[src/mem_addrgen_macros.svh]
// Vector memory address generator
// Shared widths, bus geometry and queue depths used by the packages and the RTL

`ifndef MEM_ADDRGEN_MACROS_SVH
`define MEM_ADDRGEN_MACROS_SVH

// Byte address width
`define ADDR_W 32
// Element count width
`define VL_W 16

// Data bus is 64 bits wide
`define AXI_STRB_BYTES 8
`define AXI_SIZE_LOG 3

// 4 KiB pages, AXI bursts may not cross them
`define PAGE_BITS 12
// INCR bursts are limited to 256 beats
`define MAX_BURST_BEATS 256

// Two requests in flight, four commands buffered
`define REQ_Q_DEPTH 2
`define CMD_Q_DEPTH 4

`endif

[src/logic/axi_ax_pkg.sv]
// Bus-side types of the vector address generator
// AXI AR/AW beat description and the command queued for the load/store units

`include "mem_addrgen_macros.svh"

package axi_ax_pkg;

  typedef logic [`ADDR_W-1:0] axi_addr_t;
  // Beats per burst minus one
  typedef logic [7:0]         axi_len_t;
  // log2 of the bytes per beat
  typedef logic [2:0]         axi_size_t;
  typedef logic [1:0]         axi_burst_t;

  // Incrementing burst encoding
  localparam axi_burst_t AXI_BURST_INCR = 2'b01;

  ////////////////////
  // AR/AW beat
  ////////////////////

  typedef struct packed {
    axi_addr_t  addr;
    axi_len_t   len;
    axi_size_t  size;
    axi_burst_t burst;
  } axi_ax_t;

  ////////////////////
  // LSU command
  ////////////////////

  // Mirrors the beat so the load/store side can walk the data phase
  typedef struct packed {
    axi_addr_t addr;
    axi_len_t  len;
    axi_size_t size;
    logic      is_load;
  } ls_cmd_t;

endpackage

[src/logic/vinsn_pkg.sv]
// Instruction-side types of the vector address generator
// Incoming memory instruction, internal address request and exception report

`include "mem_addrgen_macros.svh"

package vinsn_pkg;

  typedef logic [`ADDR_W-1:0] addr_t;
  typedef logic [`VL_W-1:0]   vlen_t;

  // Element width as log2 of the byte count
  typedef enum logic [1:0] {
    EW8  = 2'd0,
    EW16 = 2'd1,
    EW32 = 2'd2,
    EW64 = 2'd3
  } vew_e;

  // Only misalignment is reported here
  typedef enum logic [1:0] {
    EXC_NONE       = 2'd0,
    EXC_MISALIGNED = 2'd1
  } exc_cause_e;

  // Vector load or store as issued to the unit
  typedef struct packed {
    addr_t addr;
    vlen_t vl;
    addr_t stride;
    vew_e  vew;
    logic  is_load;
    logic  is_unit_stride;
  } mem_insn_t;

  // Request from the decoder to the splitter
  typedef struct packed {
    addr_t addr;
    vlen_t len;
    addr_t stride;
    vew_e  vew;
    logic  is_load;
    // Unit-stride requests become INCR bursts
    logic  is_burst;
  } addr_req_t;

  typedef struct packed {
    logic       valid;
    exc_cause_e cause;
    logic       is_load;
  } addr_exc_t;

endpackage

[src/logic/addr_fifo.sv]
// Small circular-buffer FIFO
// Payload type is a parameter, so one block serves the request and command queues
// Head is shown on data_o while the FIFO is not empty

`timescale 1ns/10ps

module addr_fifo #(
  parameter int unsigned DEPTH     = 2,
  parameter type         payload_t = logic [7:0]
) (
  input  logic     clk_i,
  input  logic     rst_ni,
  input  logic     push_i,
  input  payload_t data_i,
  input  logic     pop_i,
  output payload_t data_o,
  output logic     full_o,
  output logic     empty_o
);

  localparam int unsigned PTR_W = (DEPTH > 1) ? $clog2(DEPTH) : 1;
  localparam int unsigned CNT_W = $clog2(DEPTH + 1);

  payload_t         mem_q [DEPTH];
  logic [PTR_W-1:0] wr_ptr_q, rd_ptr_q;
  logic [CNT_W-1:0] count_q;

  // Wrap at DEPTH, which need not be a power of two
  function automatic logic [PTR_W-1:0] ptr_inc(logic [PTR_W-1:0] ptr);
    return (ptr == PTR_W'(DEPTH - 1)) ? '0 : ptr + 1'b1;
  endfunction

  assign full_o  = (count_q == CNT_W'(DEPTH));
  assign empty_o = (count_q == '0);
  assign data_o  = mem_q[rd_ptr_q];

  always_ff @(posedge clk_i or negedge rst_ni) begin
    if (!rst_ni) begin
      wr_ptr_q <= '0;
      rd_ptr_q <= '0;
      count_q  <= '0;
    end else begin
      if (push_i) wr_ptr_q <= ptr_inc(wr_ptr_q);
      if (pop_i) rd_ptr_q <= ptr_inc(rd_ptr_q);
      // Simultaneous push and pop keep the fill level
      case ({push_i, pop_i})
        2'b10:   count_q <= count_q + 1'b1;
        2'b01:   count_q <= count_q - 1'b1;
        default: count_q <= count_q;
      endcase
    end
  end

  // Storage array
  always_ff @(posedge clk_i) begin
    if (push_i) mem_q[wr_ptr_q] <= data_i;
  end

  a_no_push_full: assert property (@(posedge clk_i) disable iff (!rst_ni)
    push_i |-> !full_o);
  a_no_pop_empty: assert property (@(posedge clk_i) disable iff (!rst_ni)
    pop_i |-> !empty_o);

endmodule

[src/logic/burst_splitter.sv]
// Burst splitter
// Turns one address request into AXI AR or AW beats, one per cycle
// Unit-stride requests become INCR bursts cut at 256 beats and at 4 KiB pages
// Strided requests give one single-beat access per element
// Each accepted beat pushes a matching command for the load/store units

`timescale 1ns/10ps
`include "mem_addrgen_macros.svh"

module burst_splitter import vinsn_pkg::*; import axi_ax_pkg::*; (
  input  logic      clk_i,
  input  logic      rst_ni,
  input  addr_req_t req_i,
  input  logic      req_empty_i,
  output logic      req_pop_o,
  output axi_ax_t   ar_o,
  output logic      ar_valid_o,
  input  logic      ar_ready_i,
  output axi_ax_t   aw_o,
  output logic      aw_valid_o,
  input  logic      aw_ready_i,
  output ls_cmd_t   cmd_o,
  output logic      cmd_push_o,
  input  logic      cmd_full_i,
  input  logic      head_is_load_i
);

  localparam int unsigned AW = `ADDR_W;
  localparam int unsigned SL = `AXI_SIZE_LOG;
  localparam int unsigned PB = `PAGE_BITS;

  // One extra bit so end-of-range sums do not wrap
  typedef logic [AW:0] wide_t;

  localparam wide_t BURST_LAST = wide_t'(`MAX_BURST_BEATS * `AXI_STRB_BYTES - 1);

  logic          busy_q, busy_d;
  addr_req_t     cur_q, cur_d;
  wide_t         bytes_left, req_end, page_end, cap_end, last_byte;
  logic [AW-1:0] span, burst_elems;
  axi_len_t      burst_len;
  axi_ax_t       beat;
  logic          target_ready, order_ok, issue;

  // Last byte touched by a beat, from its own fields
  function automatic wide_t burst_last_byte(axi_ax_t ax);
    wide_t start;
    start = {1'b0, ax.addr[AW-1:SL], {SL{1'b0}}};
    return start + (wide_t'(ax.len) + 1'b1) * `AXI_STRB_BYTES - 1'b1;
  endfunction

  ////////////////////
  // Burst limits
  ////////////////////

  assign bytes_left = wide_t'(cur_q.len) << cur_q.vew;
  assign req_end    = wide_t'(cur_q.addr) + bytes_left - 1'b1;
  assign page_end   = {1'b0, cur_q.addr[AW-1:PB], {PB{1'b1}}};
  assign cap_end    = {1'b0, cur_q.addr[AW-1:SL], {SL{1'b0}}} + BURST_LAST;

  // Smallest of request end, page end and 256-beat cap
  always_comb begin
    last_byte = req_end;
    if (page_end < last_byte) last_byte = page_end;
    if (cap_end < last_byte) last_byte = cap_end;
  end

  // Difference stays below 256 beats, so 8 bits are enough
  assign burst_len   = last_byte[SL +: 8] - cur_q.addr[SL +: 8];
  // Bytes covered from the unaligned start
  assign span        = last_byte[AW-1:0] - cur_q.addr + 1'b1;
  assign burst_elems = span >> cur_q.vew;

  ////////////////////
  // Beat issue
  ////////////////////

  always_comb begin
    beat.addr  = cur_q.addr;
    beat.burst = AXI_BURST_INCR;
    if (cur_q.is_burst) begin
      // Full bus width for every unit-stride beat
      beat.len  = burst_len;
      beat.size = axi_size_t'(SL);
    end else begin
      beat.len  = '0;
      beat.size = axi_size_t'(cur_q.vew);
    end
  end

  assign target_ready = cur_q.is_load ? ar_ready_i : aw_ready_i;
  // Keep loads and stores from overtaking each other in the command queue
  assign order_ok     = (head_is_load_i == cur_q.is_load);
  // Valid only with ready, so every offered beat is taken
  assign issue        = busy_q && target_ready && !cmd_full_i && order_ok;

  assign ar_o       = beat;
  assign aw_o       = beat;
  assign ar_valid_o = issue && cur_q.is_load;
  assign aw_valid_o = issue && !cur_q.is_load;

  assign cmd_o = '{
    addr:    beat.addr,
    len:     beat.len,
    size:    beat.size,
    is_load: cur_q.is_load
  };
  assign cmd_push_o = issue;

  ////////////////////
  // Request walk
  ////////////////////

  always_comb begin
    busy_d    = busy_q;
    cur_d     = cur_q;
    req_pop_o = 1'b0;
    if (!busy_q) begin
      // Take a working copy, the FIFO head stays until the last beat
      if (!req_empty_i) begin
        cur_d  = req_i;
        busy_d = 1'b1;
      end
    end else if (issue) begin
      if (cur_q.is_burst) begin
        cur_d.addr = last_byte[AW-1:0] + 1'b1;
        cur_d.len  = cur_q.len - burst_elems[`VL_W-1:0];
      end else begin
        cur_d.addr = cur_q.addr + cur_q.stride;
        cur_d.len  = cur_q.len - 1'b1;
      end
      // Last beat retires the request
      if (cur_d.len == '0) begin
        busy_d    = 1'b0;
        req_pop_o = 1'b1;
      end
    end
  end

  always_ff @(posedge clk_i or negedge rst_ni) begin
    if (!rst_ni) begin
      busy_q <= 1'b0;
    end else begin
      busy_q <= busy_d;
    end
  end

  // Working copy of the request
  always_ff @(posedge clk_i) begin
    cur_q <= cur_d;
  end

  a_one_channel: assert property (@(posedge clk_i) disable iff (!rst_ni)
    !(ar_valid_o && aw_valid_o));
  a_no_page_cross: assert property (@(posedge clk_i) disable iff (!rst_ni)
    (ar_valid_o || aw_valid_o) |->
      ((burst_last_byte(beat) >> PB) == (wide_t'(beat.addr) >> PB)));

endmodule

[src/logic/vaddrgen_top.sv]
// Vector memory address generator top level
// Decoder and splitter joined by a request queue
// Beats go out on AR/AW, matching commands wait in a queue for the load/store units

`timescale 1ns/10ps
`include "mem_addrgen_macros.svh"

module vaddrgen_top import vinsn_pkg::*; import axi_ax_pkg::*; (
  input  logic      clk_i,
  input  logic      rst_ni,
  // Instruction side
  input  mem_insn_t insn_i,
  input  logic      insn_valid_i,
  output logic      insn_ready_o,
  output logic      insn_ack_o,
  output addr_exc_t exc_o,
  // AXI address channels
  output axi_ax_t   ar_o,
  output logic      ar_valid_o,
  input  logic      ar_ready_i,
  output axi_ax_t   aw_o,
  output logic      aw_valid_o,
  input  logic      aw_ready_i,
  // Load/store unit commands
  output ls_cmd_t   cmd_o,
  output logic      cmd_valid_o,
  input  logic      cmd_pop_i
);

  addr_req_t req_in, req_head;
  logic      req_push, req_pop, req_full, req_empty;
  ls_cmd_t   cmd_in;
  logic      cmd_push, cmd_full, cmd_empty;
  logic      head_is_load;

  vinsn_decoder u_decoder (
    .clk_i        (clk_i),
    .rst_ni       (rst_ni),
    .insn_i       (insn_i),
    .insn_valid_i (insn_valid_i),
    .insn_ready_o (insn_ready_o),
    .insn_ack_o   (insn_ack_o),
    .exc_o        (exc_o),
    .req_o        (req_in),
    .req_push_o   (req_push),
    .req_full_i   (req_full)
  );

  addr_fifo #(
    .DEPTH     (`REQ_Q_DEPTH),
    .payload_t (addr_req_t)
  ) u_req_q (
    .clk_i   (clk_i),
    .rst_ni  (rst_ni),
    .push_i  (req_push),
    .data_i  (req_in),
    .pop_i   (req_pop),
    .data_o  (req_head),
    .full_o  (req_full),
    .empty_o (req_empty)
  );

  // With no command queued, the request in progress sets the direction
  assign head_is_load = cmd_empty ? req_head.is_load : cmd_o.is_load;

  burst_splitter u_splitter (
    .clk_i          (clk_i),
    .rst_ni         (rst_ni),
    .req_i          (req_head),
    .req_empty_i    (req_empty),
    .req_pop_o      (req_pop),
    .ar_o           (ar_o),
    .ar_valid_o     (ar_valid_o),
    .ar_ready_i     (ar_ready_i),
    .aw_o           (aw_o),
    .aw_valid_o     (aw_valid_o),
    .aw_ready_i     (aw_ready_i),
    .cmd_o          (cmd_in),
    .cmd_push_o     (cmd_push),
    .cmd_full_i     (cmd_full),
    .head_is_load_i (head_is_load)
  );

  addr_fifo #(
    .DEPTH     (`CMD_Q_DEPTH),
    .payload_t (ls_cmd_t)
  ) u_cmd_q (
    .clk_i   (clk_i),
    .rst_ni  (rst_ni),
    .push_i  (cmd_push),
    .data_i  (cmd_in),
    .pop_i   (cmd_pop_i),
    .data_o  (cmd_o),
    .full_o  (cmd_full),
    .empty_o (cmd_empty)
  );

  assign cmd_valid_o = !cmd_empty;

endmodule

[src/logic/vinsn_decoder.sv]
// Vector memory instruction decoder
// Takes one instruction at a time and checks the base against the element width
// Misaligned bases raise an exception, aligned ones become an address request
// The instruction is acknowledged one cycle after it is taken

`timescale 1ns/10ps

module vinsn_decoder import vinsn_pkg::*; (
  input  logic      clk_i,
  input  logic      rst_ni,
  input  mem_insn_t insn_i,
  input  logic      insn_valid_i,
  output logic      insn_ready_o,
  output logic      insn_ack_o,
  output addr_exc_t exc_o,
  output addr_req_t req_o,
  output logic      req_push_o,
  input  logic      req_full_i
);

  typedef enum logic {
    DEC_IDLE,
    DEC_CHECK
  } dec_state_e;

  dec_state_e state_q, state_d;
  mem_insn_t  insn_q;
  logic       accept;
  logic [2:0] align_mask;
  logic       misaligned;

  // Accept only when a request slot is free
  assign insn_ready_o = (state_q == DEC_IDLE) && !req_full_i;
  assign accept       = insn_valid_i && insn_ready_o;

  // Low address bits that must be zero for each element width
  always_comb begin
    case (insn_q.vew)
      EW8:     align_mask = 3'b000;
      EW16:    align_mask = 3'b001;
      EW32:    align_mask = 3'b011;
      default: align_mask = 3'b111;
    endcase
  end

  assign misaligned = |(insn_q.addr[2:0] & align_mask);

  always_comb begin
    state_d = state_q;
    case (state_q)
      DEC_IDLE:  if (accept) state_d = DEC_CHECK;
      default:   state_d = DEC_IDLE;
    endcase
  end

  // Ack in the check cycle, whichever way the check goes
  assign insn_ack_o = (state_q == DEC_CHECK);

  assign exc_o.valid   = insn_ack_o && misaligned;
  assign exc_o.cause   = exc_o.valid ? EXC_MISALIGNED : EXC_NONE;
  assign exc_o.is_load = exc_o.valid && insn_q.is_load;

  // No traffic at all for a faulting instruction
  assign req_push_o = insn_ack_o && !misaligned;

  assign req_o = '{
    addr:     insn_q.addr,
    len:      insn_q.vl,
    stride:   insn_q.stride,
    vew:      insn_q.vew,
    is_load:  insn_q.is_load,
    is_burst: insn_q.is_unit_stride
  };

  always_ff @(posedge clk_i or negedge rst_ni) begin
    if (!rst_ni) begin
      state_q <= DEC_IDLE;
    end else begin
      state_q <= state_d;
    end
  end

  // Instruction capture
  always_ff @(posedge clk_i) begin
    if (accept) insn_q <= insn_i;
  end

endmodule

[config.mk]
export PLATFORM = sky130hd
export DESIGN_NAME = vaddrgen_top
export DESIGN_NICKNAME = d
export VERILOG_FILES = /design/src/logic/axi_ax_pkg.sv /design/src/logic/vinsn_pkg.sv /design/src/logic/addr_fifo.sv /design/src/logic/burst_splitter.sv /design/src/logic/vaddrgen_top.sv /design/src/logic/vinsn_decoder.sv
export VERILOG_INCLUDE_DIRS = /design/src
export SDC_FILE = /design/constraint.sdc
export NUM_CORES = 1
export LEC_CHECK = 0
export BUFFER_PORTS_ARGS = -buffer_cell sky130_fd_sc_hd__buf_4
export CAP_MARGIN = 20
export CELL_PAD_IN_SITES_DETAIL_PLACEMENT = 1
export CELL_PAD_IN_SITES_GLOBAL_PLACEMENT = 2
export CORE_AREA = 2 2 287 261
export DETAILED_ROUTE_END_ITERATION = 6
export DIE_AREA = 0 0 289 263
export PLACE_DENSITY = 0.74
export SYNTH_ARGS = -nofsm -noshare
export SYNTH_HDL_FRONTEND = slang
export SYNTH_SLANG_ARGS = --single-unit
[constraint.sdc]
create_clock -name clk_i -period 15.3 [get_ports clk_i]
set_input_delay 0.765 -clock clk_i [delete_from_list [all_inputs] [get_ports clk_i]]
set_output_delay 0.765 -clock clk_i [all_outputs]
set_load 0.005 [all_outputs]
=== Word level (Yosys, flattened, before mapping) ===
Memories as Yosys holds them, arrays and structs flattened.
Index checks and enable logic that the tools add are counted.

* Register bits after elaboration: 181
* Memory bits (writable): 344
* Bits of input ports: 90
* Output and inout port bits: 143
* Word-level logic and storage cells: 117
* Memories: 2

* Add/subtract/negate cells: 18
* Magnitude comparators: 2
* Equal/unequal tests: 13
* Shift-type cells: 2
* Mux-type cells: 32
* Bitwise operators: 4
* Reduce and logical (&&, ||, !) cells: 24

{| class="wikitable"
|+ Memory list
! name !! depth !! bits a word !! rd ports !! clocked after memory_dff !! write ports !! line !! source
|-
| u_cmd_q.mem_q || 4 || 44 || 1 || 0 || 1 || addr_fifo.sv:24 || <nowiki>payload_t mem_q [DEPTH];</nowiki>
|-
| u_req_q.mem_q || 2 || 84 || 1 || 0 || 1 || addr_fifo.sv:24 ||
|}

{| class="wikitable"
|+ Operators with widths
! cell !! number
|-
| 48-bit two-way mux || 5
|-
| 84-bit two-way mux || 1
|-
| 32-bit by 1-bit adder with 32-bit output (second input constant) || 2
|-
| 32-bit by 11-bit adder with 33-bit output (second input constant) || 1
|-
| 32-bit by 33-bit adder with 33-bit output || 1
|-
| 32-bit by 33-bit less-than comparator with 1-bit output || 1
|-
| 33-bit less-than comparator || 1
|-
| 33-bit two-way mux || 1
|-
| 16-bit by 2-bit << shifter with 33-bit output || 1
|-
| 33-bit by 1-bit subtractor with 33-bit output (second input constant) || 1
|-
| 32-bit adder || 1
|-
| 32-bit two-way mux || 1
|-
| 32-bit by 2-bit right shift with 16-bit output || 1
|-
| 32-bit subtractor || 1
|-
| 1-bit two-way mux || 18
|-
| 16-bit logical NOT || 1
|-
| 16-bit by 1-bit subtractor with 16-bit output (second input constant) || 1
|-
| 16-bit subtractor || 1
|-
| 2-bit == test (second input constant) || 6
|-
| 11-bit two-way mux || 1
|-
| 1-bit logical AND || 10
|-
| 3-bit case mux with 3 select lines || 1
|-
| 8-bit subtractor || 1
|-
| 2-bit by 1-bit adder with 2-bit output (second input constant) || 3
|-
| other kinds (20) || 33
|}

=== Logic depth before layout (Yosys ltp) ===
* Word-level depth: 20
* Depth in mapped cells: 76
* Gate-level depth less buffers: 70

=== By module ===
From an unflattened synthesis, not the netlist that was laid out.

* Cell total of the unflattened synthesis: 2,416
* Area total of the unflattened synthesis: 30,096.4 um^2

{| class="wikitable"
|+ By module, submodules not included
! module !! times used !! cells each !! area each (um^2) !! sequential area each (um^2)
|-
| burst_splitter || 1 || 1,772 || 14,370.0 || 2,547.4
|-
| addr_fifo (u_cmd_q) || 1 || 268 || 6,830.3 || 5,460.2
|-
| addr_fifo (u_req_q) || 1 || 277 || 6,253.5 || 5,144.9
|-
| vinsn_decoder || 1 || 97 || 2,623.8 || 2,547.4
|-
| vaddrgen_top || 1 || 2 || 18.8 || 0.0
|}

=== Worst setup path after synthesis ===
No wires, ideal clock.

* Path type: register to register
* Start: register u_splitter.cur_q[2] (netlist bit)
* End: register u_req_q.count_q[1]
* Arrival time: 13.604 ns
* Required time: 15.221 ns
* Path slack: 1.617 ns
* Cell stages (with the launch flop): 69
* Path buffers: 6
* Period minus slack after synthesis: 13.683 ns
* Cells stage by stage: edfxtp_1 -> clkbuf_1 -> clkbuf_1 -> mux2i_1 -> nor2_1 -> a31oi_1 -> ha_1 -> inv_1 -> ha_1 -> a211oi_1 -> nor4_1 -> a211oi_1 -> o22a_1 -> o211ai_2 -> a31oi_1 -> o21bai_1 -> a21oi_1 -> xnor2_1 -> [33 not listed] -> a21o_1 -> a21oi_1 -> xnor2_1 -> mux2i_1 -> nand2_1 -> o211ai_1 -> ha_1 -> a2111oi_0 -> a21oi_1 -> nand4_1 -> nand4b_1 -> a21oi_1 -> xnor2_1 -> xnor2_1 -> nor4_2 -> ha_1 -> nor2_1 -> xor2_1

* Cells in the longest elaborated chain, start to end: 20
* Elaborated cells between the ends (all ways): 22

{| class="wikitable"
|+ RTL lines
! element !! line !! source
|-
| start: declaration || burst_splitter.sv:38 || <nowiki>addr_req_t cur_q, cur_d;</nowiki>
|-
| start signal: assignment || burst_splitter.sv:150 || <nowiki>cur_q <= cur_d;</nowiki>
|-
| 16-bit by 2-bit << shifter with 33-bit output || burst_splitter.sv:56 || <nowiki>assign bytes_left = wide_t'(cur_q.len) << cur_q.vew;</nowiki>
|-
| 32-bit by 33-bit adder with 33-bit output || burst_splitter.sv:57 || <nowiki>assign req_end = wide_t'(cur_q.addr) + bytes_left - 1'b1;</nowiki>
|-
| 33-bit by 1-bit subtractor with 33-bit output || burst_splitter.sv:57 ||
|-
| 32-bit by 33-bit less-than comparator with 1-bit output || burst_splitter.sv:64 || <nowiki>if (page_end < last_byte) last_byte = page_end;</nowiki>
|-
| 33-bit two-way mux || burst_splitter.sv:64 ||
|-
| 33-bit less-than comparator || burst_splitter.sv:65 || <nowiki>if (cap_end < last_byte) last_byte = cap_end;</nowiki>
|-
| 32-bit two-way mux || burst_splitter.sv:65 ||
|-
| 32-bit subtractor || burst_splitter.sv:71 || <nowiki>assign span = last_byte[AW-1:0] - cur_q.addr + 1'b1;</nowiki>
|-
| [5 not listed] || n/a ||
|-
| 48-bit two-way mux * || burst_splitter.sv:118 || <nowiki>if (!busy_q) begin</nowiki>
|-
| 16-bit logical NOT * || burst_splitter.sv:133 || <nowiki>if (cur_d.len == '0) begin</nowiki>
|-
| 1-bit two-way mux * || burst_splitter.sv:133 ||
|-
| 1-bit two-way mux * || burst_splitter.sv:124 || <nowiki>end else if (issue) begin</nowiki>
|-
| 1-bit two-way mux * || burst_splitter.sv:118 ||
|-
| net req_pop || vaddrgen_top.sv:31 || <nowiki>logic req_push, req_pop, req_full, req_empty;</nowiki>
|-
| 2-bit by 1-bit == test with 1-bit output / 2-bit == test (equally long branches) || addr_fifo.sv:46 || <nowiki>case ({push_i, pop_i})</nowiki>
|-
| 2-bit case mux with 2 select lines / 2-bit nonzero test (equally long branches) || n/a ||
|-
| end signal: assignment || addr_fifo.sv:47 || <nowiki>2'b10: count_q <= count_q + 1'b1;</nowiki>
|-
| end signal: assignment || addr_fifo.sv:48 || <nowiki>2'b01: count_q <= count_q - 1'b1;</nowiki>
|-
| end signal: assignment || addr_fifo.sv:49 || <nowiki>default: count_q <= count_q;</nowiki>
|-
| end: declaration || addr_fifo.sv:26 || <nowiki>logic [CNT_W-1:0] count_q;</nowiki>
|}

Mark *: on every way through the listed nets, which the timed path passes. The rest lies on a longest branch. The select of a mux whose other input is x is not followed.
A chain may end at the register's enable or synchronous reset.

=== Worst setup path after layout ===
* Start: register u_splitter.cur_q[2] (netlist bit)
* End: register u_req_q.count_q[0]

Same word-level chain as after synthesis.

==> run_results.csv <==
group,metric,value,unit
outcome,status,"completed",
clocking,htreeDepth,2,
final_layout,fillers,7587,
sta,fin_setup_tns,0,ps
worst_setup_path,arrival,14730,ps
sta,rsz0062_at_grt,"no",
final_layout,drive_above_1_share,21.34,%
worst_setup_path,path_delay_family,"compound AO/OA/AOI/OAI gates",
flow_run,drv_cap,0,
clocking,root_buffer,"clkbuf_16",
floorplan,initial_core_util,39.91,%
worst_setup_path,max_stage_delay,440,ps
route,detail_route.first_pass.iterations,4,
global_route,grtUsageTotal,20.73,%
yosys,synthArstFlopShare,2.495,%
sta,setup-violations-final,0,
global_route,grt_max_degree,70,
floorplan,core_area,72680,µm²
yosys,synth_top_flop_cell,"edfxtp_1",
min_path,worst_hold_path_type,"in -> reg",
floorplan,die_h,263,µm
route,vias,19350,
final_layout,utilization,46.31,%
global_route,grt_use_met3,2.409,%
worst_setup_path,cp-end-kind,"flip-flop",
route,drcViolationCount,0,
global_route,grt-ovfl-total,0,
yosys,synth_top_cell_by_area,"edfxtp_1",
global_route,met1_usage,32.44,%
yosys,ys_seq_area_share,53.71,%
sta,max_slew.worst_pin.slew,978.5,ps
sta,skew,29.44,ps
final_layout,nets,2886,
floorplan,die-area,76010,µm²
placed_design,gp_congestion,0.9045,
route,via_per_inst,5.385,
global_route,grt_pass1_wl,121600,µm
sta,max_slew_margin,34.77,%
worst_setup_path,crit_buf_inv,7,
route,ant_nets,0,
floorplan,ioPinCount,233,
yosys,yosys_warnings,0,
yosys,syn_avg_cell_area,12.31,µm²
placed_design,placed_area,31720,µm²
global_route,busiest_layer,"met1",
yosys,synth_cell_types,86,
route,dr.first_iter.drc_count,1146,
worst_setup_path,start_kind,"flip-flop",
yosys,synthTopCellsByArea,"edfxtp_1 53%, ha_1 8.5%, mux4_2 3.6%, xnor2_1 3.3%, buf_4 2.4%",
yosys,synth_edf_count,508,
worst_setup_path,required,15800,ps
yosys,synth_common_cells,"508 x edfxtp_1, 198 x ha_1, 158 x inv_1",
final_layout,multi_input_area,11950,µm²
final_layout,fin_area,33660,µm²
clocking,clock_path_buffers,3,
sta,maxSlewViolCount,0,
sta,period_share,93.01,%
final_layout,syn2layout_area_growth,16.05,%
placed_design,dpl.hpwl,60750,µm
global_route,grt_pass1_vias,20190,
global_route,gr-usage-met2,30.98,%
placed_design,io_buffers,224,
yosys,synth_top_area_share,52.59,%
yosys,synth_cells,2356,
clocking,insertion_delay,640,ps
clocking,cts_sinks,521,
worst_setup_path,cp_max_fo,22,
worst_setup_path,worst-setup-path-type,"reg -> reg",
sta,timing.fmax,70.27,MHz
sta,hold_violations,0,
final_layout,seq_area,15590,µm²
worst_setup_path,path_common_cell,"ha_1",
route,wirelength,79460,µm
global_route,grt_antenna_before_repair,2,
sta,finalCriticalPeriod,14230,ps
yosys,yosysMostFrequentCell,"edfxtp_1",
floorplan,dieWidth,289,µm
sta,fin_hold_ws,303.1,ps
clocking,cts_tree,"done",
clocking,cts_buffers,56,
worst_setup_path,slowest_stage,"o21ai_0",
yosys,netlist_area,29010,µm²
floorplan,rows,94,
route,routedWlPerCell,22.11,µm
yosys,ys_ff_latch,521,
clocking,clk_pin_slew,70,ps
==> worst reg2reg max path, delay by kind of cell, from the launching register on <==
family,cells,cell delay (ps)
adders and majority gates,9,2410
AOI/OAI and AO/OA,30,6590
xor gates and xnor gates,5,760
muxes,2,750
and+or+nand+nor,13,2060
buffers and inverters,7,1170
DFF,1,370
==> worst paths after layout <==
kind / cells past startpoint / end / slack, ps / startpoint
max: 66 / u_req_q.count_q[0] / 1070 / u_splitter.cur_q[2]
max in group asynchronous: 2 / u_cmd_q.rd_ptr_q[0] / 14490 / rst_ni
min in group asynchronous: 2 / u_decoder.insn_ack_o / 560 / rst_ni
min reg2reg: 0 / u_req_q.mem_q[1][39] / 440 / u_decoder.req_o[39]
min: 1 / u_decoder.req_o[35] / 300 / insn_i[35]
max reg2reg: 66 / u_req_q.count_q[0] / 1070 / u_splitter.cur_q[2]
==> stage by stage <==
step	setup WS (ps)	cells
after floorplan	1617	2363
after global placement	541.7	3485
after detailed placement	22.34	3485
after CTS	478.8	3593
after global routing	33.04	3593
final	1070	3594
==> logic make-up (layout without fill, tap and decap cells) <==
group	Yosys count	after routing	share of synthesized area [%]
AND/OR/NAND/NOR	537	537	8.821
flip-flops	521	521	53.71
AO/OA/AOI/OAI	450	450	10.20
buffers and inverters	319	589	5.387
adder cells (fa/ha/maj)	210	210	9.334
multiplexers	167	167	7.997
XOR/XNOR	150	150	4.529
other	2	10	0.02589
==> sequential cells by signal, indices dropped and copies added, names as in the netlist <==
signal,count
u_cmd_q.mem_q,172
u_req_q.mem_q,168
u_decoder.req_o,84
u_splitter.cur_q,51
u_splitter.ar_o,32
u_cmd_q.count_q,3
u_cmd_q.rd_ptr_q,2
u_cmd_q.wr_ptr_q,2
u_req_q.count_q,2
u_decoder.insn_ack_o,1
u_req_q.rd_ptr_q,1
u_req_q.wr_ptr_q,1
u_splitter.busy_q,1
u_splitter.cmd_o,1
==> placed cells by master (no fill, tap or decap), types with 24 or more instances in the layout <==
cell	n
nand4_1	24
inv_1	158
xor2_1	40
edfxtp_1	508
nor2_1	146
nor3_1	39
nand2_1	152
mux4_2	46
ha_1	198
clkbuf_16	57
buf_4	324
o21ai_0	84
mux2i_1	68
nand3_1	43
mux2_2	50
a21o_1	46
a21oi_1	126
xnor2_1	110
==> per-layer routing <==
layer	up-vias	share of wire [%]
met5	-	0
met4	0	1.4
met3	78	4.2
met2	382	43
met1	9739	51
li1	9153	-
==> final cells by class <==
class | count | area share (%)
Clock buffer | 65 | 4.356
Tap cell | 960 | 3.568
Inverter | 160 | 1.784
Timing Repair Buffer | 325 | 7.255
Sequential cell | 521 | 46.30
Clock inverter | 39 | 1.238
Multi-Input combinational cell | 1523 | 35.49
Antenna cell | 1 | 0.007434
==> repair_timing <==
| action | CTS | global route |
|---|---|---|
| setup buffers | 3 | 0 |
| endpoints found under the setup margin | 2 | 5 |
| hold buffers | 1 | 0 |
| endpoints found under the hold margin | 13 | 0 |
| resized for setup | 0 | 7 |
Power is left out: the tool's default activity adds up to more than one toggle a clock period on the data nets, which glitch-free logic cannot reach.
